File: config.mk
export PLATFORM = sky130hd
export DESIGN_NAME = n230_ctrl_core
export DESIGN_NICKNAME = d
export VERILOG_FILES = /design/src/common/core_pkg.sv /design/src/common/core_ctrl_if.sv /design/src/logic/core_settings.sv /design/src/logic/core_readback.sv /design/src/radio_frontend/radio_frontend.sv /design/src/logic/n230_ctrl_core.sv
export SDC_FILE = /design/constraint.sdc
export NUM_CORES = 1
export LEC_CHECK = 0
export BUFFER_PORTS_ARGS = -buffer_cell sky130_fd_sc_hd__buf_4
export CAP_MARGIN = 30
export CELL_PAD_IN_SITES_DETAIL_PLACEMENT = 0
export CELL_PAD_IN_SITES_GLOBAL_PLACEMENT = 1
export CORE_AREA = 2 2 147 149
export DETAILED_ROUTE_END_ITERATION = 12
export DIE_AREA = 0 0 149 151
export GPL_ROUTABILITY_DRIVEN = 1
export GPL_TIMING_DRIVEN = 0
export MAX_ROUTING_LAYER = met4
export PLACE_DENSITY = 0.78
export SLEW_MARGIN = 40
export SYNTH_ARGS = -nofsm -noshare
export SYNTH_HDL_FRONTEND = slang
export SYNTH_SLANG_ARGS = --single-unit
export TNS_END_PERCENT = 10
File: constraint.sdc
create_clock -name radio_clk -period 4.22 [get_ports radio_clk]
set_clock_uncertainty 0.1 [all_clocks]
set_input_delay 0.633 -clock radio_clk [delete_from_list [all_inputs] [get_ports radio_clk]]
set_output_delay 0.633 -clock radio_clk [all_outputs]
set_load 0.05 [all_outputs]
File: src/common/core_pkg.sv
/*
 * Shared definitions for the N230 control core
 * Settings bus and readback widths, the setting register map,
 * readback selectors and the signature word fields
 */
package core_pkg;

   // ------------------------------------------------------------
   // Bus and datapath widths
   // ------------------------------------------------------------
   localparam int SET_ADDR_W   = 8;
   localparam int SET_DATA_W   = 32;
   localparam int RB_DATA_W    = 64;
   // One complex sample, I and Q packed
   localparam int SAMPLE_W     = 32;
   localparam int DELAY_W      = 5;
   localparam int RADIO_CTRL_W = 3;

   // ------------------------------------------------------------
   // Setting register map
   // ------------------------------------------------------------
   // One word per register, address 0 unused
   typedef enum logic [SET_ADDR_W-1:0] {
      SR_CORE_MISC          = 8'd1,
      SR_CORE_DATA_DELAY    = 8'd2,
      SR_CORE_CLK_DELAY     = 8'd3,
      SR_CORE_RADIO_CONTROL = 8'd4,
      SR_CORE_READBACK      = 8'd5,
      SR_CORE_GPSDO_ST      = 8'd6,
      SR_CORE_PPS_SEL       = 8'd7,
      SR_CORE_LOOPBACK      = 8'd8
   } set_addr_e;

   // ------------------------------------------------------------
   // Readback selectors
   // ------------------------------------------------------------
   // Values 5 to 7 read as zero
   typedef enum logic [2:0] {
      RB_CORE_SIGNATURE = 3'd0,
      RB_CORE_SPI       = 3'd1,
      RB_CORE_STATUS    = 3'd2,
      RB_CORE_BIST      = 3'd3,
      RB_CORE_GIT_HASH  = 3'd4
   } rb_sel_e;

   // Signature word fields
   localparam logic [31:0] SIGNATURE_MAGIC = 32'hACE0BA5E;
   localparam logic [7:0]  PRODUCT_ID      = 8'd2;
   localparam logic [7:0]  COMPAT_MAJOR    = 8'd1;
   localparam logic [15:0] COMPAT_MINOR    = 16'd0;

   // Clock delay tap starts mid range
   localparam logic [DELAY_W-1:0] CLK_DELAY_RESET = 5'd16;

endpackage

File: src/common/core_ctrl_if.sv
/*
 * Setting register state shared by the control core blocks
 * Settings bank drives, front end and readback consume
 */
`timescale 1ns/1ps

interface core_ctrl_if;
   import core_pkg::*;

   // RX path takes TX samples when set
   logic       loopback;
   // PPS source, 0 internal, 1 external
   logic       pps_sel;
   // Readback word select
   rb_sel_e    rb_sel;
   // GPSDO status byte, host written
   logic [7:0] gpsdo_st;

   modport settings (output loopback, output pps_sel, output rb_sel, output gpsdo_st);
   modport frontend (input loopback, input pps_sel);
   modport readback (input rb_sel, input gpsdo_st);

endinterface

File: src/logic/core_settings.sv
/*
 * Core setting register bank
 * Address decode of the settings bus, misc, delay tap, radio
 * control, readback select, PPS select and loopback registers
 */
`timescale 1ns/1ps

module core_settings (
   input  logic                               radio_clk,
   input  logic                               i_rst,
   // Settings bus, every strobe is a write
   input  logic                               i_set_stb,
   input  core_pkg::set_addr_e                i_set_addr,
   input  logic [core_pkg::SET_DATA_W-1:0]    i_set_data,
   // Register outputs
   output logic [core_pkg::SET_DATA_W-1:0]    o_misc_outs,
   output logic [core_pkg::DELAY_W-1:0]       o_data_delay,
   output logic                               o_ld_data_delay,
   output logic [core_pkg::DELAY_W-1:0]       o_clk_delay,
   output logic                               o_ld_clk_delay,
   output logic [core_pkg::RADIO_CTRL_W-1:0]  o_radio_control,
   core_ctrl_if.settings                      ctrl
);
   import core_pkg::*;

   // Per register write enables
   logic wr_misc;
   logic wr_data_delay;
   logic wr_clk_delay;
   logic wr_radio_control;
   logic wr_readback;
   logic wr_gpsdo_st;
   logic wr_pps_sel;
   logic wr_loopback;

   // ------------------------------------------------------------
   // Address decode
   // ------------------------------------------------------------
   // One hot, only while strobe is high
   always_comb begin
      wr_misc          = 1'b0;
      wr_data_delay    = 1'b0;
      wr_clk_delay     = 1'b0;
      wr_radio_control = 1'b0;
      wr_readback      = 1'b0;
      wr_gpsdo_st      = 1'b0;
      wr_pps_sel       = 1'b0;
      wr_loopback      = 1'b0;
      if (i_set_stb) begin
         case (i_set_addr)
            SR_CORE_MISC:          wr_misc          = 1'b1;
            SR_CORE_DATA_DELAY:    wr_data_delay    = 1'b1;
            SR_CORE_CLK_DELAY:     wr_clk_delay     = 1'b1;
            SR_CORE_RADIO_CONTROL: wr_radio_control = 1'b1;
            SR_CORE_READBACK:      wr_readback      = 1'b1;
            SR_CORE_GPSDO_ST:      wr_gpsdo_st      = 1'b1;
            SR_CORE_PPS_SEL:       wr_pps_sel       = 1'b1;
            SR_CORE_LOOPBACK:      wr_loopback      = 1'b1;
            // Unmapped address, write dropped
            default: ;
         endcase
      end
   end

   // ------------------------------------------------------------
   // Register bank
   // ------------------------------------------------------------
   always_ff @(posedge radio_clk) begin
      if (i_rst) begin
         o_misc_outs     <= '0;
         o_data_delay    <= '0;
         o_clk_delay     <= CLK_DELAY_RESET;
         o_radio_control <= '0;
         ctrl.rb_sel     <= RB_CORE_SIGNATURE;
         ctrl.pps_sel    <= 1'b0;
         ctrl.loopback   <= 1'b0;
      end else begin
         if (wr_misc)
            o_misc_outs <= i_set_data;
         // Delay taps take the low bits
         if (wr_data_delay)
            o_data_delay <= i_set_data[DELAY_W-1:0];
         if (wr_clk_delay)
            o_clk_delay <= i_set_data[DELAY_W-1:0];
         if (wr_radio_control)
            o_radio_control <= i_set_data[RADIO_CTRL_W-1:0];
         if (wr_readback)
            ctrl.rb_sel <= rb_sel_e'(i_set_data[2:0]);
         if (wr_pps_sel)
            ctrl.pps_sel <= i_set_data[0];
         if (wr_loopback)
            ctrl.loopback <= i_set_data[0];
      end
   end

   // ------------------------------------------------------------
   // Delay load strobes
   // ------------------------------------------------------------
   // One cycle after each write, same cycle the new tap shows up
   // Fires on rewrite of an unchanged value too
   always_ff @(posedge radio_clk) begin
      if (i_rst) begin
         o_ld_data_delay <= 1'b0;
         o_ld_clk_delay  <= 1'b0;
      end else begin
         o_ld_data_delay <= wr_data_delay;
         o_ld_clk_delay  <= wr_clk_delay;
      end
   end

   // GPSDO status survives a core reset
   // Host software relies on the last reported lock state
   always_ff @(posedge radio_clk) begin
      if (wr_gpsdo_st)
         ctrl.gpsdo_st <= i_set_data[7:0];
   end

endmodule

File: src/logic/core_readback.sv
/*
 * Registered 64-bit readback multiplexer
 * Signature, status, BIST and build hash words
 */
`timescale 1ns/1ps

module core_readback #(
   parameter logic [31:0] BUILD_HASH = 32'h0
) (
   input  logic                              radio_clk,
   input  logic                              i_rst,
   input  logic [31:0]                       i_rb_misc,
   input  logic                              i_bist_done,
   input  logic [1:0]                        i_bist_error,
   core_ctrl_if.readback                     ctrl,
   output logic [core_pkg::RB_DATA_W-1:0]    o_rb_data
);
   import core_pkg::*;

   logic [RB_DATA_W-1:0] rb_word;

   // ------------------------------------------------------------
   // Word select
   // ------------------------------------------------------------
   always_comb begin
      case (ctrl.rb_sel)
         // Magic, product and compat numbers
         RB_CORE_SIGNATURE:
            rb_word = {SIGNATURE_MAGIC, PRODUCT_ID, COMPAT_MAJOR, COMPAT_MINOR};
         // No SPI core here
         RB_CORE_SPI:
            rb_word = '0;
         // Radio status byte above gpsdo_st is always zero
         RB_CORE_STATUS:
            rb_word = {16'h0, 8'h0, ctrl.gpsdo_st, i_rb_misc};
         // External FIFO self test result
         RB_CORE_BIST:
            rb_word = {61'h0, i_bist_error, i_bist_done};
         // Abbreviated hash of the RTL source
         RB_CORE_GIT_HASH:
            rb_word = {32'h0, BUILD_HASH};
         default:
            rb_word = '0;
      endcase
   end

   // Output register, one cycle behind the selector
   always_ff @(posedge radio_clk) begin
      if (i_rst)
         o_rb_data <= '0;
      else
         o_rb_data <= rb_word;
   end

endmodule

File: src/radio_frontend/radio_frontend.sv
/*
 * Radio side of the control core
 * PPS synchronizers with source select, RX/TX loopback
 */
`timescale 1ns/1ps

module radio_frontend (
   input  logic                            radio_clk,
   input  logic                            i_rst,
   // Raw PPS pulses, asynchronous
   input  logic                            i_pps_int,
   input  logic                            i_pps_ext,
   input  logic [core_pkg::SAMPLE_W-1:0]   i_rx0,
   input  logic [core_pkg::SAMPLE_W-1:0]   i_rx1,
   input  logic [core_pkg::SAMPLE_W-1:0]   i_tx0,
   input  logic [core_pkg::SAMPLE_W-1:0]   i_tx1,
   core_ctrl_if.frontend                   ctrl,
   output logic                            o_pps,
   output logic [core_pkg::SAMPLE_W-1:0]   o_rx0,
   output logic [core_pkg::SAMPLE_W-1:0]   o_rx1
);

   // Two flop chains, bit 1 is the safe stage
   logic [1:0] pps_int_sync;
   logic [1:0] pps_ext_sync;

   // ------------------------------------------------------------
   // PPS synchronizers
   // ------------------------------------------------------------
   always_ff @(posedge radio_clk) begin
      if (i_rst) begin
         pps_int_sync <= 2'b00;
         pps_ext_sync <= 2'b00;
      end else begin
         pps_int_sync <= {pps_int_sync[0], i_pps_int};
         pps_ext_sync <= {pps_ext_sync[0], i_pps_ext};
      end
   end

   // Select after sync so a switch never sees a raw edge
   assign o_pps = ctrl.pps_sel ? pps_ext_sync[1] : pps_int_sync[1];

   // ------------------------------------------------------------
   // RX loopback
   // ------------------------------------------------------------
   // Sample registers, TX fed back while loopback is set
   always_ff @(posedge radio_clk) begin
      o_rx0 <= ctrl.loopback ? i_tx0 : i_rx0;
      o_rx1 <= ctrl.loopback ? i_tx1 : i_rx1;
   end

endmodule

File: src/logic/n230_ctrl_core.sv
/*
 * N230 global control core, top level
 * Settings bank, readback mux and radio front end
 */
`timescale 1ns/1ps

module n230_ctrl_core #(
   parameter logic [31:0] BUILD_HASH = 32'h0
) (
   input  logic                               radio_clk,
   input  logic                               i_rst,
   // ------------------------------------------------------------
   // Settings bus
   // ------------------------------------------------------------
   input  logic                               i_set_stb,
   input  logic [core_pkg::SET_ADDR_W-1:0]    i_set_addr,
   input  logic [core_pkg::SET_DATA_W-1:0]    i_set_data,
   // ------------------------------------------------------------
   // Core settings
   // ------------------------------------------------------------
   output logic [core_pkg::SET_DATA_W-1:0]    o_misc_outs,
   output logic [core_pkg::DELAY_W-1:0]       o_data_delay,
   output logic                               o_ld_data_delay,
   output logic [core_pkg::DELAY_W-1:0]       o_clk_delay,
   output logic                               o_ld_clk_delay,
   output logic [core_pkg::RADIO_CTRL_W-1:0]  o_radio_control,
   // ------------------------------------------------------------
   // Readback
   // ------------------------------------------------------------
   input  logic [31:0]                        i_rb_misc,
   input  logic                               i_bist_done,
   input  logic [1:0]                         i_bist_error,
   output logic [core_pkg::RB_DATA_W-1:0]     o_rb_data,
   // ------------------------------------------------------------
   // Radio side
   // ------------------------------------------------------------
   input  logic                               i_pps_int,
   input  logic                               i_pps_ext,
   input  logic [core_pkg::SAMPLE_W-1:0]      i_rx0,
   input  logic [core_pkg::SAMPLE_W-1:0]      i_rx1,
   input  logic [core_pkg::SAMPLE_W-1:0]      i_tx0,
   input  logic [core_pkg::SAMPLE_W-1:0]      i_tx1,
   output logic                               o_pps,
   output logic [core_pkg::SAMPLE_W-1:0]      o_rx0,
   output logic [core_pkg::SAMPLE_W-1:0]      o_rx1
);
   import core_pkg::*;

   // Raw bus address seen as register map type
   set_addr_e set_addr;

   assign set_addr = set_addr_e'(i_set_addr);

   // Register state toward readback and front end
   core_ctrl_if ctrl_if ();

   core_settings settings_i (
      .radio_clk       (radio_clk),
      .i_rst           (i_rst),
      .i_set_stb       (i_set_stb),
      .i_set_addr      (set_addr),
      .i_set_data      (i_set_data),
      .o_misc_outs     (o_misc_outs),
      .o_data_delay    (o_data_delay),
      .o_ld_data_delay (o_ld_data_delay),
      .o_clk_delay     (o_clk_delay),
      .o_ld_clk_delay  (o_ld_clk_delay),
      .o_radio_control (o_radio_control),
      .ctrl            (ctrl_if.settings)
   );

   core_readback #(
      .BUILD_HASH (BUILD_HASH)
   ) readback_i (
      .radio_clk    (radio_clk),
      .i_rst        (i_rst),
      .i_rb_misc    (i_rb_misc),
      .i_bist_done  (i_bist_done),
      .i_bist_error (i_bist_error),
      .ctrl         (ctrl_if.readback),
      .o_rb_data    (o_rb_data)
   );

   radio_frontend frontend_i (
      .radio_clk (radio_clk),
      .i_rst     (i_rst),
      .i_pps_int (i_pps_int),
      .i_pps_ext (i_pps_ext),
      .i_rx0     (i_rx0),
      .i_rx1     (i_rx1),
      .i_tx0     (i_tx0),
      .i_tx1     (i_tx1),
      .ctrl      (ctrl_if.frontend),
      .o_pps     (o_pps),
      .o_rx0     (o_rx0),
      .o_rx1     (o_rx1)
   );

endmodule

==> results by group, run 1 <==
Logic synthesis
  – Post-synthesis sequential area ratio: 57.3%
  – Register bit count reported by yosys: 169
  – Mapped Cells: 491
  – Yosys cell types: 28
  – Synthesized cell area: 6040 sq um
  – Synth Warn #: 0
  – Mean Syn Cell Area: 12.3 sq um

Floorplanning
  – Ports: 384
  – Die area: 22500 sq um
  – Core area: 20800 sq um
  – Chip Height: 151 um
  – Initial core utilization: 29.0%
  – Die width: 149 um
  – # rows: 53

Setup path
  – CP Buf/Inv Count: 3
  – Type of the worst setup path: primary input to register
  – Cell family with most CP delay: buffers and inverters
  – CP endpoint kind: register
  – CP peak stage delay: 0.51 ns
  – Req. time, crit path: 4.40 ns
  – Cell mode on critical path: clkbuf_1
  – CP cell instances: buf_4 > clkbuf_1 > clkbuf_1 > nand2b_1 > mux2i_1
  – Crit path max fanout: 10
  – Startpoint Class: primary input
  – Slowest CP cell: clkbuf_1
  – Arr. time, crit path: 2.25 ns

Global routing
  – GRT overflow: 0
  – Largest net degree at the start of global routing: 19
  – Gr usage total: 16.2%
  – Vias in the first global route: 4790
  – Initial antenna violation count: 1
  – First-pass GRT wire length: 26800 um

Timing
  – Final Hold Fails: 0
  – Minimum clock period: 2.07 ns
  – Final setup vio count: 0
  – Worst-Margin Slew: 0.664 ns
  – Fmax: 482 MHz
  – Pins over their slew limit: 0
  – Unrepaired setup endpoints after global routing: false
  – Post-Route Setup TNS: 0 ns
  – Crit share post-route: 49.1%
  – Slew HR: 55.7%

CTS
  – CTS tree: done
  – Post_cts resized: 0
  – Clk slew on worst S/H paths: 0.07 ns
  – CTS Buffer Depth: 2
  – Hold Buf Count CTS: 0
  – CTS Buf Count: 17
  – CTS H-Tree Depth: 4
  – Clk sinks: 169
  – Setup bufs post-CTS: 0
  – Clk_lat worst skew: 0.41 ns
  – Root buf cell: clkbuf_16

Cells and area
  – Commonest non-fill, non-tap cell in the layout: buf_4
  – Finished Cell Area: 9810 sq um
  – Area growth syn-to-layout: 62.2%
  – Most frequent cells in the layout: 392 x buf_4, 161 x dfxtp_1, 81 x nand2b_1
  – Final nets: 1098
  – Filler Cell Count: 1991
  – Share of layout cells above drive strength 1: 55.7%

Routing
  – Drt drc: 0
  – Final WL: 19000 um
  – Post-route ant nets: 0
  – Vias per std cell: 4.05
  – DR WL/cell: 16.1 um
  – Drt pass-1 iters: 4
  – DR vias: 4772
  – First DRT Iteration DRCs: 93

Place
  – IO buf count: 369
  – GP Congestion: 0.777
  – Placed instance area: 9200 sq um
  – Dpl hpwl: 15200 um

Flow run
  – Max-cap viol count: 0

Power and ir drop
  – Maximum VDD drop: 0.240 mV
  – Lkg Pwr: 4.57 nW
  – Power Density: 381 nW/um^2

Run status
  – Outcome: finished clean

Hold path
  – HP Class: primary input to register
[sequential cells by signal, indices dropped and copies added (netlist names)]
name	flops
settings_i.ctrl.loopback	1
settings_i.ctrl.gpsdo_st	8
readback_i.o_rb_data	41
frontend_i.pps_int_sync	2
frontend_i.o_rx1	32
settings_i.o_ld_data_delay	1
settings_i.o_clk_delay	5
settings_i.ctrl.rb_sel	3
frontend_i.o_rx0	32
settings_i.o_data_delay	5
settings_i.o_misc_outs	32
frontend_i.pps_ext_sync	2
settings_i.o_ld_clk_delay	1
settings_i.o_radio_control	3
settings_i.ctrl.pps_sel	1
[stage by stage]
step / util (%) / total power [mW] / hold slack [ns] / cells / setup slack, ns
after floorplan: - / 1.96 / 0.314 / 502 / 2.36
after global placement: 44.2 / 2.19 / 0.323 / 1146 / 1.62
after detailed placement: 44.2 / 2.20 / 0.330 / 1146 / 1.64
after CTS: 47.0 / 3.79 / 0.278 / 1178 / 2.08
after global routing: 47.1 / 3.88 / 0.279 / 1179 / 1.95
final: 47.1 / 3.73 / 0.303 / 1179 / 2.15
[cells in the mapped netlist]
master    instances  area share (%)
a21o_1            7            0.87
and2_1           30             3.1
and3_1            2            0.21
and4_1            1            0.14
and4b_1           1            0.17
and4bb_2          1            0.21
buf_12            2            0.66
buf_2             7            0.58
buf_4            23             2.9
buf_6             1            0.19
clkbuf_1         19             1.2
conb_1            1           0.062
dfxtp_1         161              53
edfxtp_1          8             4.0
mux2_2           65              12
mux2i_1          53             8.8
nand2_1           3            0.19
nand2b_1         81             8.4
nand3_1           3            0.25
nand4_1           2            0.21
nand4b_1          1            0.14
nor2_1            7            0.43
nor2b_1           5            0.52
nor3_1            2            0.17
nor4_2            1            0.21
nor4b_1           1            0.14
nor4b_4           2            0.79
nor4bb_1          1            0.17
[logic make-up after synthesis]
family                 count (synthesis)  share of synthesized area [%]
buffers and inverters                 52                           5.46
other                                  1                         0.0620
DFF                                  169                           57.3
AOI/OAI and AO/OA                      7                          0.869
and+or+nand+nor                      144                           15.4
muxes                                118                           20.9
[power breakdown]
part / internal (mW) / leakage (nW) / switching, mW
sequential: 1.64 / 1.40 / 0.0112
clock: 0.848 / 0.295 / 0.731
combinational: 0.234 / 2.88 / 0.266
[routing by layer]
layer | GRT usage [%] | vias to the layer above | wire [um]
met3 | 4.13 | 19 | 1360
met2 | 26.9 | 202 | 9460
met5 | - | - | 0
met4 | 5.95 | 0 | 367
li1 | - | 2399 | -
met1 | 19.1 | 2152 | 7810
[path summary, 6_finish.rpt]
kind / start / end / slack [ns] / cells after the start
setup reg to reg: settings_i.ctrl.rb_sel[0] / readback_i.o_rb_data[4] / 2.47 / 4
hold reg to reg: frontend_i.pps_int_sync[0] / frontend_i.pps_int_sync[1] / 0.34 / 1
setup / recovery: i_rst / settings_i.o_radio_control[0] / 2.15 / 5
hold / removal: i_set_data[5] / settings_i.ctrl.gpsdo_st[5] / 0.30 / 1
[area by class of cell]
cell class / count / area (sq um) / share of cell area [%]
clock buffer: 17 / 425 / 4.34
buffer: 52 / 330 / 3.37
multi-input combinational: 281 / 2300 / 23.5
sequential: 169 / 3460 / 35.3
antenna: 1 / 2.50 / 0.0255
clock inverter: 15 / 169 / 1.72
timing repair buffer: 369 / 2770 / 28.3
tap: 275 / 344 / 3.51
Note: power is estimated with default switching activity, not from simulation.
==> inputs of run 2 (changes only) <==
--- a/config.mk
+++ b/config.mk
@@ -9,9 +9,9 @@
 export CAP_MARGIN = 30
 export CELL_PAD_IN_SITES_DETAIL_PLACEMENT = 0
 export CELL_PAD_IN_SITES_GLOBAL_PLACEMENT = 1
-export CORE_AREA = 2 2 147 149
+export CORE_AREA = 2 2 150 152
 export DETAILED_ROUTE_END_ITERATION = 12
-export DIE_AREA = 0 0 149 151
+export DIE_AREA = 0 0 152 154
 export GPL_ROUTABILITY_DRIVEN = 1
 export GPL_TIMING_DRIVEN = 0
 export MAX_ROUTING_LAYER = met4
==> constraint.sdc (replaced) <==
create_clock -name radio_clk -period 1.7 [get_ports radio_clk]
set_clock_uncertainty 0.1 [all_clocks]
set_input_delay 0.255 -clock radio_clk [delete_from_list [all_inputs] [get_ports radio_clk]]
set_output_delay 0.255 -clock radio_clk [all_outputs]
set_load 0.05 [all_outputs]
==> run 2 against run 1 <==
  * Via count grew 18%
  * Highest routed layer unchanged
  * Final cell count is 17% higher
  * Worst setup slack got worse by 2.1 ns
  * Sequential share of layout area is 5.8 points lower
  * Largest cell class is now buffers
  * Final area up 20%
  * Critical path depth down 3
  * Clock-buffer cell count grew 1
  * Flip-flop and latch count unchanged
  * Combinational power increased to 3.3 times the previous value
  * Clock power rose by 140%
  * Power grew to 2.6 times the previous value
  * Die area is 4.0% higher
  * Critical path type is now register to output pin
==> results by group, run 2 (same netlist as run 1, synthesis figures left out) <==
Timing
  – Post-Route Setup TNS: 0 ns
  – Fmax: 619 MHz
  – Crit share post-route: 95.0%
  – Pins over their slew limit: 0
  – Worst-Margin Slew: 0.644 ns
  – Final Hold Fails: 0
  – Minimum clock period: 1.61 ns
  – Slew HR: 57.1%
  – Final setup vio count: 0
  – Unrepaired setup endpoints after global routing: false

Global routing
  – Gr usage total: 19.1%
  – Largest net degree at the start of global routing: 17
  – First-pass GRT wire length: 33900 um
  – Vias in the first global route: 6154
  – Initial antenna violation count: 1
  – GRT overflow: 0

Cells and area
  – Area occupied by multi-input gates: 2300 sq um
  – Filler Cell Count: 1863
  – Max reg flops: 41
  – Commonest non-fill, non-tap cell in the layout: buf_4
  – Seq. cell area: 3460 sq um
  – Share of layout cells above drive strength 1: 46.3%
  – Final nets: 1290
  – Most frequent cells in the layout: 393 x buf_4, 190 x dlygate4sd3_1, 160 x dfxtp_1
  – Area growth syn-to-layout: 94.1%
  – Most flops, register: readback_i.o_rb_data
  – Finished Cell Area: 11700 sq um
  – Final core utilization: 54.1%

Power and ir drop
  – Clk pwr share: 40.2%
  – Lkg Pwr: 5.36 nW
  – Seq pwr share: 42.8%
  – Power Density: 820 nW/um^2
  – Switching part of the total power: 26.3%
  – Psw: 2.53 mW
  – Gate power share: 17.0%
  – Final Power: 9.62 mW
  – Internal power: 7.09 mW
  – Maximum VDD drop: 0.549 mV

Routing
  – First DRT Iteration DRCs: 170
  – Drt pass-1 iters: 5
  – Vias per std cell: 4.09
  – Met2 WL: 11600 um
  – Wire length on met3: 1240 um
  – Metal1 wirelength: 8830 um
  – DR vias: 5630
  – Post-route ant nets: 0
  – Drt drc: 0
  – Final WL: 22100 um
  – Uppermost layer routed: met4
  – DR WL/cell: 16.1 um

Hold path
  – HP Class: primary input to register
  – Hold_sp: i_set_data[29]

Setup path
  – CP endpoint kind: output pin
  – Req. time, crit path: 1.34 ns
  – Critical path startpoint: settings_i.ctrl.pps_sel
  – CP cell instances: mux2_2 > buf_6
  – Slowest CP cell: mux2_2
  – CP peak stage delay: 0.35 ns
  – Arr. time, crit path: 1.26 ns
  – Crit path max fanout: 2
  – Type of the worst setup path: register to output pin
  – Startpoint Class: register
  – Reg-to-reg startpoint: settings_i.ctrl.rb_sel[0]

Floorplanning
  – Chip Height: 154 um
  – Die width: 152 um
  – Ports: 384
  – Core area: 21700 sq um
  – Die area: 23400 sq um
  – # rows: 54
  – Initial core utilization: 27.9%

CTS
  – Clk slew on worst S/H paths: 0.07 ns
  – CTS tree: done
  – CTS Buf Count: 17
  – CTS Buffer Depth: 2
  – CTS H-Tree Depth: 4
  – Clk_lat worst skew: 0.41 ns
  – Root buf cell: clkbuf_16
  – Clk sinks: 169

Place
  – Dpl hpwl: 15100 um
  – GP Congestion: 0.806
  – Placed instance area: 9210 sq um
  – IO buf count: 369

Flow run
  – Max-cap viol count: 0

Run status
  – Outcome: finished clean
run 2: layout make-up:
type / instances / share of cell area [%]
clock buffers: 18 / 3.84
plain buffers: 52 / 2.86
clock inverters: 14 / 1.15
well taps: 280 / 2.99
flip-flops and latches: 169 / 29.5
multi-input cells: 281 / 19.6
diodes: 2 / 0.0427
repair buffers: 561 / 40.0
run 2: power groups by stage:
| stage | logic [mW] | registers, mW | clock network, mW |
|---|---|---|---|
| after floorplan | 0.324 | 4.53 | 0 |
| after global placement | 1.24 | 4.20 | 0 |
| after detailed placement | 1.25 | 4.21 | 0 |
| after CTS | 1.62 | 4.11 | 3.99 |
| after global routing | 1.71 | 4.12 | 4.13 |
| final | 1.63 | 4.12 | 3.87 |
run 2: stage by stage:
step / hold slack [ns] / setup WS (ns) / instances
5_1_grt: 0.0102 / 0.0289 / 1376
6_report: 0.0241 / 0.0853 / 1377
3_3_place_gp: 0.323 / -0.418 / 1151
4_1_cts: 0.00355 / 0.0181 / 1375
2_1_floorplan: 0.254 / 0.218 / 502
3_5_place_dp: 0.326 / -0.391 / 1151
run 2: repair_timing:
item,in CTS,in global routing
hold buffers,190,0
endpoints found under the setup margin,72,25
pin swaps,1,0
setup buffers,2,0
gates resized for setup,1,5
hold endpoints to repair,125,0
run 2: worst max-delay path, delay by kind of cell (launching register included):
family	cells	cell delay, ns
buf+inv	1	0.16
mux	1	0.35
flops	1	0.34
run 2: final timing paths:
| path | end | slack, ns | depth (start not counted) |
|---|---|---|---|
| min | settings_i.o_misc_outs[29] | 0.02 | 3 |
| max reg2reg | readback_i.o_rb_data[1] | 0.17 | 4 |
| max | o_pps | 0.09 | 2 |
| min reg2reg | readback_i.o_rb_data[34] | 0.34 | 1 |
run 2: layer usage:
metal | GRT usage [%] | up-vias
li1 | - | 2779
met1 | 21.4 | 2606
met5 | - | -
met3 | 4.85 | 30
met2 | 33.4 | 215
met4 | 5.92 | 0
==> inputs of run 3 (changes only) <==
--- a/config.mk
+++ b/config.mk
@@ -5,17 +5,18 @@
 export SDC_FILE = /design/constraint.sdc
 export NUM_CORES = 1
 export LEC_CHECK = 0
+export ABC_AREA = 1
 export BUFFER_PORTS_ARGS = -buffer_cell sky130_fd_sc_hd__buf_4
 export CAP_MARGIN = 30
 export CELL_PAD_IN_SITES_DETAIL_PLACEMENT = 0
 export CELL_PAD_IN_SITES_GLOBAL_PLACEMENT = 1
-export CORE_AREA = 2 2 150 152
+export CORE_AREA = 2 2 153 155
 export DETAILED_ROUTE_END_ITERATION = 12
-export DIE_AREA = 0 0 152 154
+export DIE_AREA = 0 0 155 157
 export GPL_ROUTABILITY_DRIVEN = 1
 export GPL_TIMING_DRIVEN = 0
 export MAX_ROUTING_LAYER = met4
-export PLACE_DENSITY = 0.78
+export PLACE_DENSITY = 0.79
 export SLEW_MARGIN = 40
 export SYNTH_ARGS = -nofsm -noshare
 export SYNTH_HDL_FRONTEND = slang
==> run 3 against run 2 <==
  * Routed wire length is 8.9% higher
  * Via count is 11% higher
  * Final cell count is 11% higher
  * Global-route usage is 0.30 points higher
  * Critical path type unchanged
  * Critical endpoint unchanged
  * Highest routed layer unchanged
==> results by group, run 3 <==
Hold path
  – Hold_sp: i_rb_misc[2]
  – HP Class: primary input to register
  – Worst hold path cell count: 3
  – Worst Hold End: readback_i.o_rb_data[2]

Setup path
  – Crit path depth: 2
  – Req. time, crit path: 1.34 ns
  – Slowest CP cell: dfxtp_4
  – CP cell instances: mux2_2 > buf_6
  – Cell family with most CP delay: flip-flops
  – Type of the worst setup path: register to output pin
  – Reg-to-reg startpoint: settings_i.ctrl.loopback
  – Reg2reg path depth: 3
  – FF-to-FF End: frontend_i.o_rx1[4]
  – CP endpoint kind: output pin
  – Reg2Reg Setup Slack: 0.08 ns
  – Arr. time, crit path: 1.28 ns
  – CP peak stage delay: 0.36 ns
  – Crit path max fanout: 2
  – Startpoint Class: register
  – CP Buf/Inv Count: 1

Timing
  – Post-Route Setup TNS: 0 ns
  – Final setup vio count: 0
  – Minimum clock period: 1.64 ns
  – Slew HR: 56.8%
  – Final Hold Fails: 0
  – Final worst-path setup slack: 0.0635 ns
  – Unrepaired setup endpoints after global routing: false
  – Fmax: 611 MHz
  – Crit share post-route: 96.3%
  – Worst-Margin Slew: 0.643 ns
  – Pins over their slew limit: 0

CTS
  – Clk_lat worst skew: 0.42 ns
  – Clk sinks: 169
  – CTS tree: done
  – Setup bufs post-CTS: 0
  – Clk slew on worst S/H paths: 0.07 ns
  – CTS Buffer Depth: 2
  – CTS H-Tree Depth: 4
  – CTS Buf Count: 17
  – Root buf cell: clkbuf_16

Global routing
  – First-pass GRT wire length: 35000 um
  – Global routing usage on met3: 5.73%
  – Met1 global-route usage: 21.7%
  – Gr usage total: 19.4%
  – GRT overflow: 0
  – Initial antenna violation count: 2
  – Vias in the first global route: 6563
  – Largest net degree at the start of global routing: 17
  – GRT Max-Usage Layer: met2
  – Met2 usage: 32.7%

Routing
  – Vias per std cell: 4.11
  – DR vias: 6255
  – Drt drc: 0
  – Drt pass-1 iters: 4
  – Final WL: 24100 um
  – DR WL/cell: 15.8 um
  – First DRT Iteration DRCs: 191
  – Post-route ant nets: 0

Logic synthesis
  – EDFF count, synth: 8
  – Synth Warn #: 0
  – Synthesized cell area: 6060 sq um
  – Commonest cells in the netlist: 161 x dfxtp_1, 97 x nor2_1, 75 x inv_1
  – Post-synth top flop: dfxtp_1
  – Most common cell in the netlist: dfxtp_1
  – Mapped Cells: 651
  – Synth top area cells: dfxtp_1 53%, mux2_2 12%, nor2_1 6.0%
  – Post-synthesis sequential area ratio: 57.2%
  – Most area-hungry cell type in the Yosys netlist: dfxtp_1
  – Register bit count reported by yosys: 169
  – Share of the synthesized area in the top cell type: 53.2%
  – Mean Syn Cell Area: 9.31 sq um
  – Ys async rst share: 0%
  – Yosys cell types: 20

Floorplanning
  – Die area: 24300 sq um
  – Initial core utilization: 26.9%
  – Ports: 384
  – Die width: 155 um
  – Core area: 22500 sq um
  – # rows: 55
  – Chip Height: 157 um

Power and ir drop
  – Power Density: 816 nW/um^2
  – Lkg Pwr: 5.60 nW
  – Maximum VDD drop: 0.623 mV

Cells and area
  – Finished Cell Area: 11500 sq um
  – Commonest non-fill, non-tap cell in the layout: buf_4
  – Area growth syn-to-layout: 90.0%
  – Non-filler cells, final: 1522
  – Area occupied by multi-input gates: 2010 sq um
  – Final core utilization: 51.2%
  – Seq. cell area: 3470 sq um
  – Share of layout cells above drive strength 1: 42.6%
  – Most flops, register: readback_i.o_rb_data
  – Max reg flops: 41
  – Final nets: 1429
  – Filler Cell Count: 2072
  – Most frequent cells in the layout: 394 x buf_4, 170 x dlygate4sd3_1, 159 x dfxtp_1

Place
  – Placed instance area: 9250 sq um
  – Dpl hpwl: 16600 um
  – IO buf count: 370
  – Worst slack, placed: -0.127 ns
  – GP Congestion: 0.719
  – Placed cells: 1317

Flow run
  – Max-cap viol count: 0

Run status
  – Outcome: finished clean
## run 3: worst max-delay path by stage
stage	slack, ns	from	end
5_1_grt	0.01	settings_i.ctrl.loopback	frontend_i.o_rx1[6]
4_1_cts	0.008	settings_i.ctrl.pps_sel	o_pps
6_report	0.06	settings_i.ctrl.pps_sel	o_pps
3_5_place_dp	-0.13	i_set_addr[5]	settings_i.ctrl.gpsdo_st[7]
3_3_place_gp	-0.47	i_set_addr[5]	settings_i.ctrl.gpsdo_st[7]
2_1_floorplan	0.19	i_set_addr[5]	settings_i.ctrl.gpsdo_st[0]
## run 3: what timing repair did
item,in CTS,in global routing
hold buffers,170,0
hold endpoints to repair,105,0
setup endpoints to repair,12,5
gates resized for setup,2,4
## run 3: cells by family (layout without fill, tap and decap cells)
group,count (synthesis),in the layout,synth area share (%)
simple gates,235,235,16.3
flops,169,169,57.2
buf+inv,134,705,10.6
mux,65,65,12.1
compound gates,47,47,3.88
other cells,1,16,0.0619
## run 3: worst reg2reg max path, stage by stage, from the launching register on
cell           delay, ns
dfxtp_1             0.32
buf_4               0.18
mux2_2              0.35
dlygate4sd3_1       0.56
## run 3: routing by layer
metal  vias up  part of all wire, %
met5         -                    0
li1       3172                    -
met3        44                  6.8
met2       231                   50
met4         0                  2.4
met1      2808                   40
## run 3: per-stage QoR
step | total power [mW] | hold WS, ns
floorplan | 4.90 | 0.254
global placement | 5.52 | 0.291
detailed placement | 5.53 | 0.295
CTS | 9.51 | 0.00185
global route | 9.76 | 0.0138
finish | 9.40 | 0.00627
## run 3: power breakdown
part           internal, mW  switching [mW]  total [mW]
sequential             4.09          0.0346        4.12
clock                  1.90            1.70        3.60
combinational         0.828           0.846        1.67
## run 3: cell type report
| type | instances | share of cell area, % |
|---|---|---|
| Antenna cell | 4 | 0.0869 |
| Buffer | 58 | 3.11 |
| Clock buffer | 18 | 3.73 |
| Clock inverter | 13 | 0.956 |
| Inverter | 76 | 2.48 |
| Multi-Input combinational cell | 359 | 17.5 |
| Sequential cell | 169 | 30.1 |
| Tap cell | 285 | 3.10 |
| Timing Repair Buffer | 540 | 38.9 |
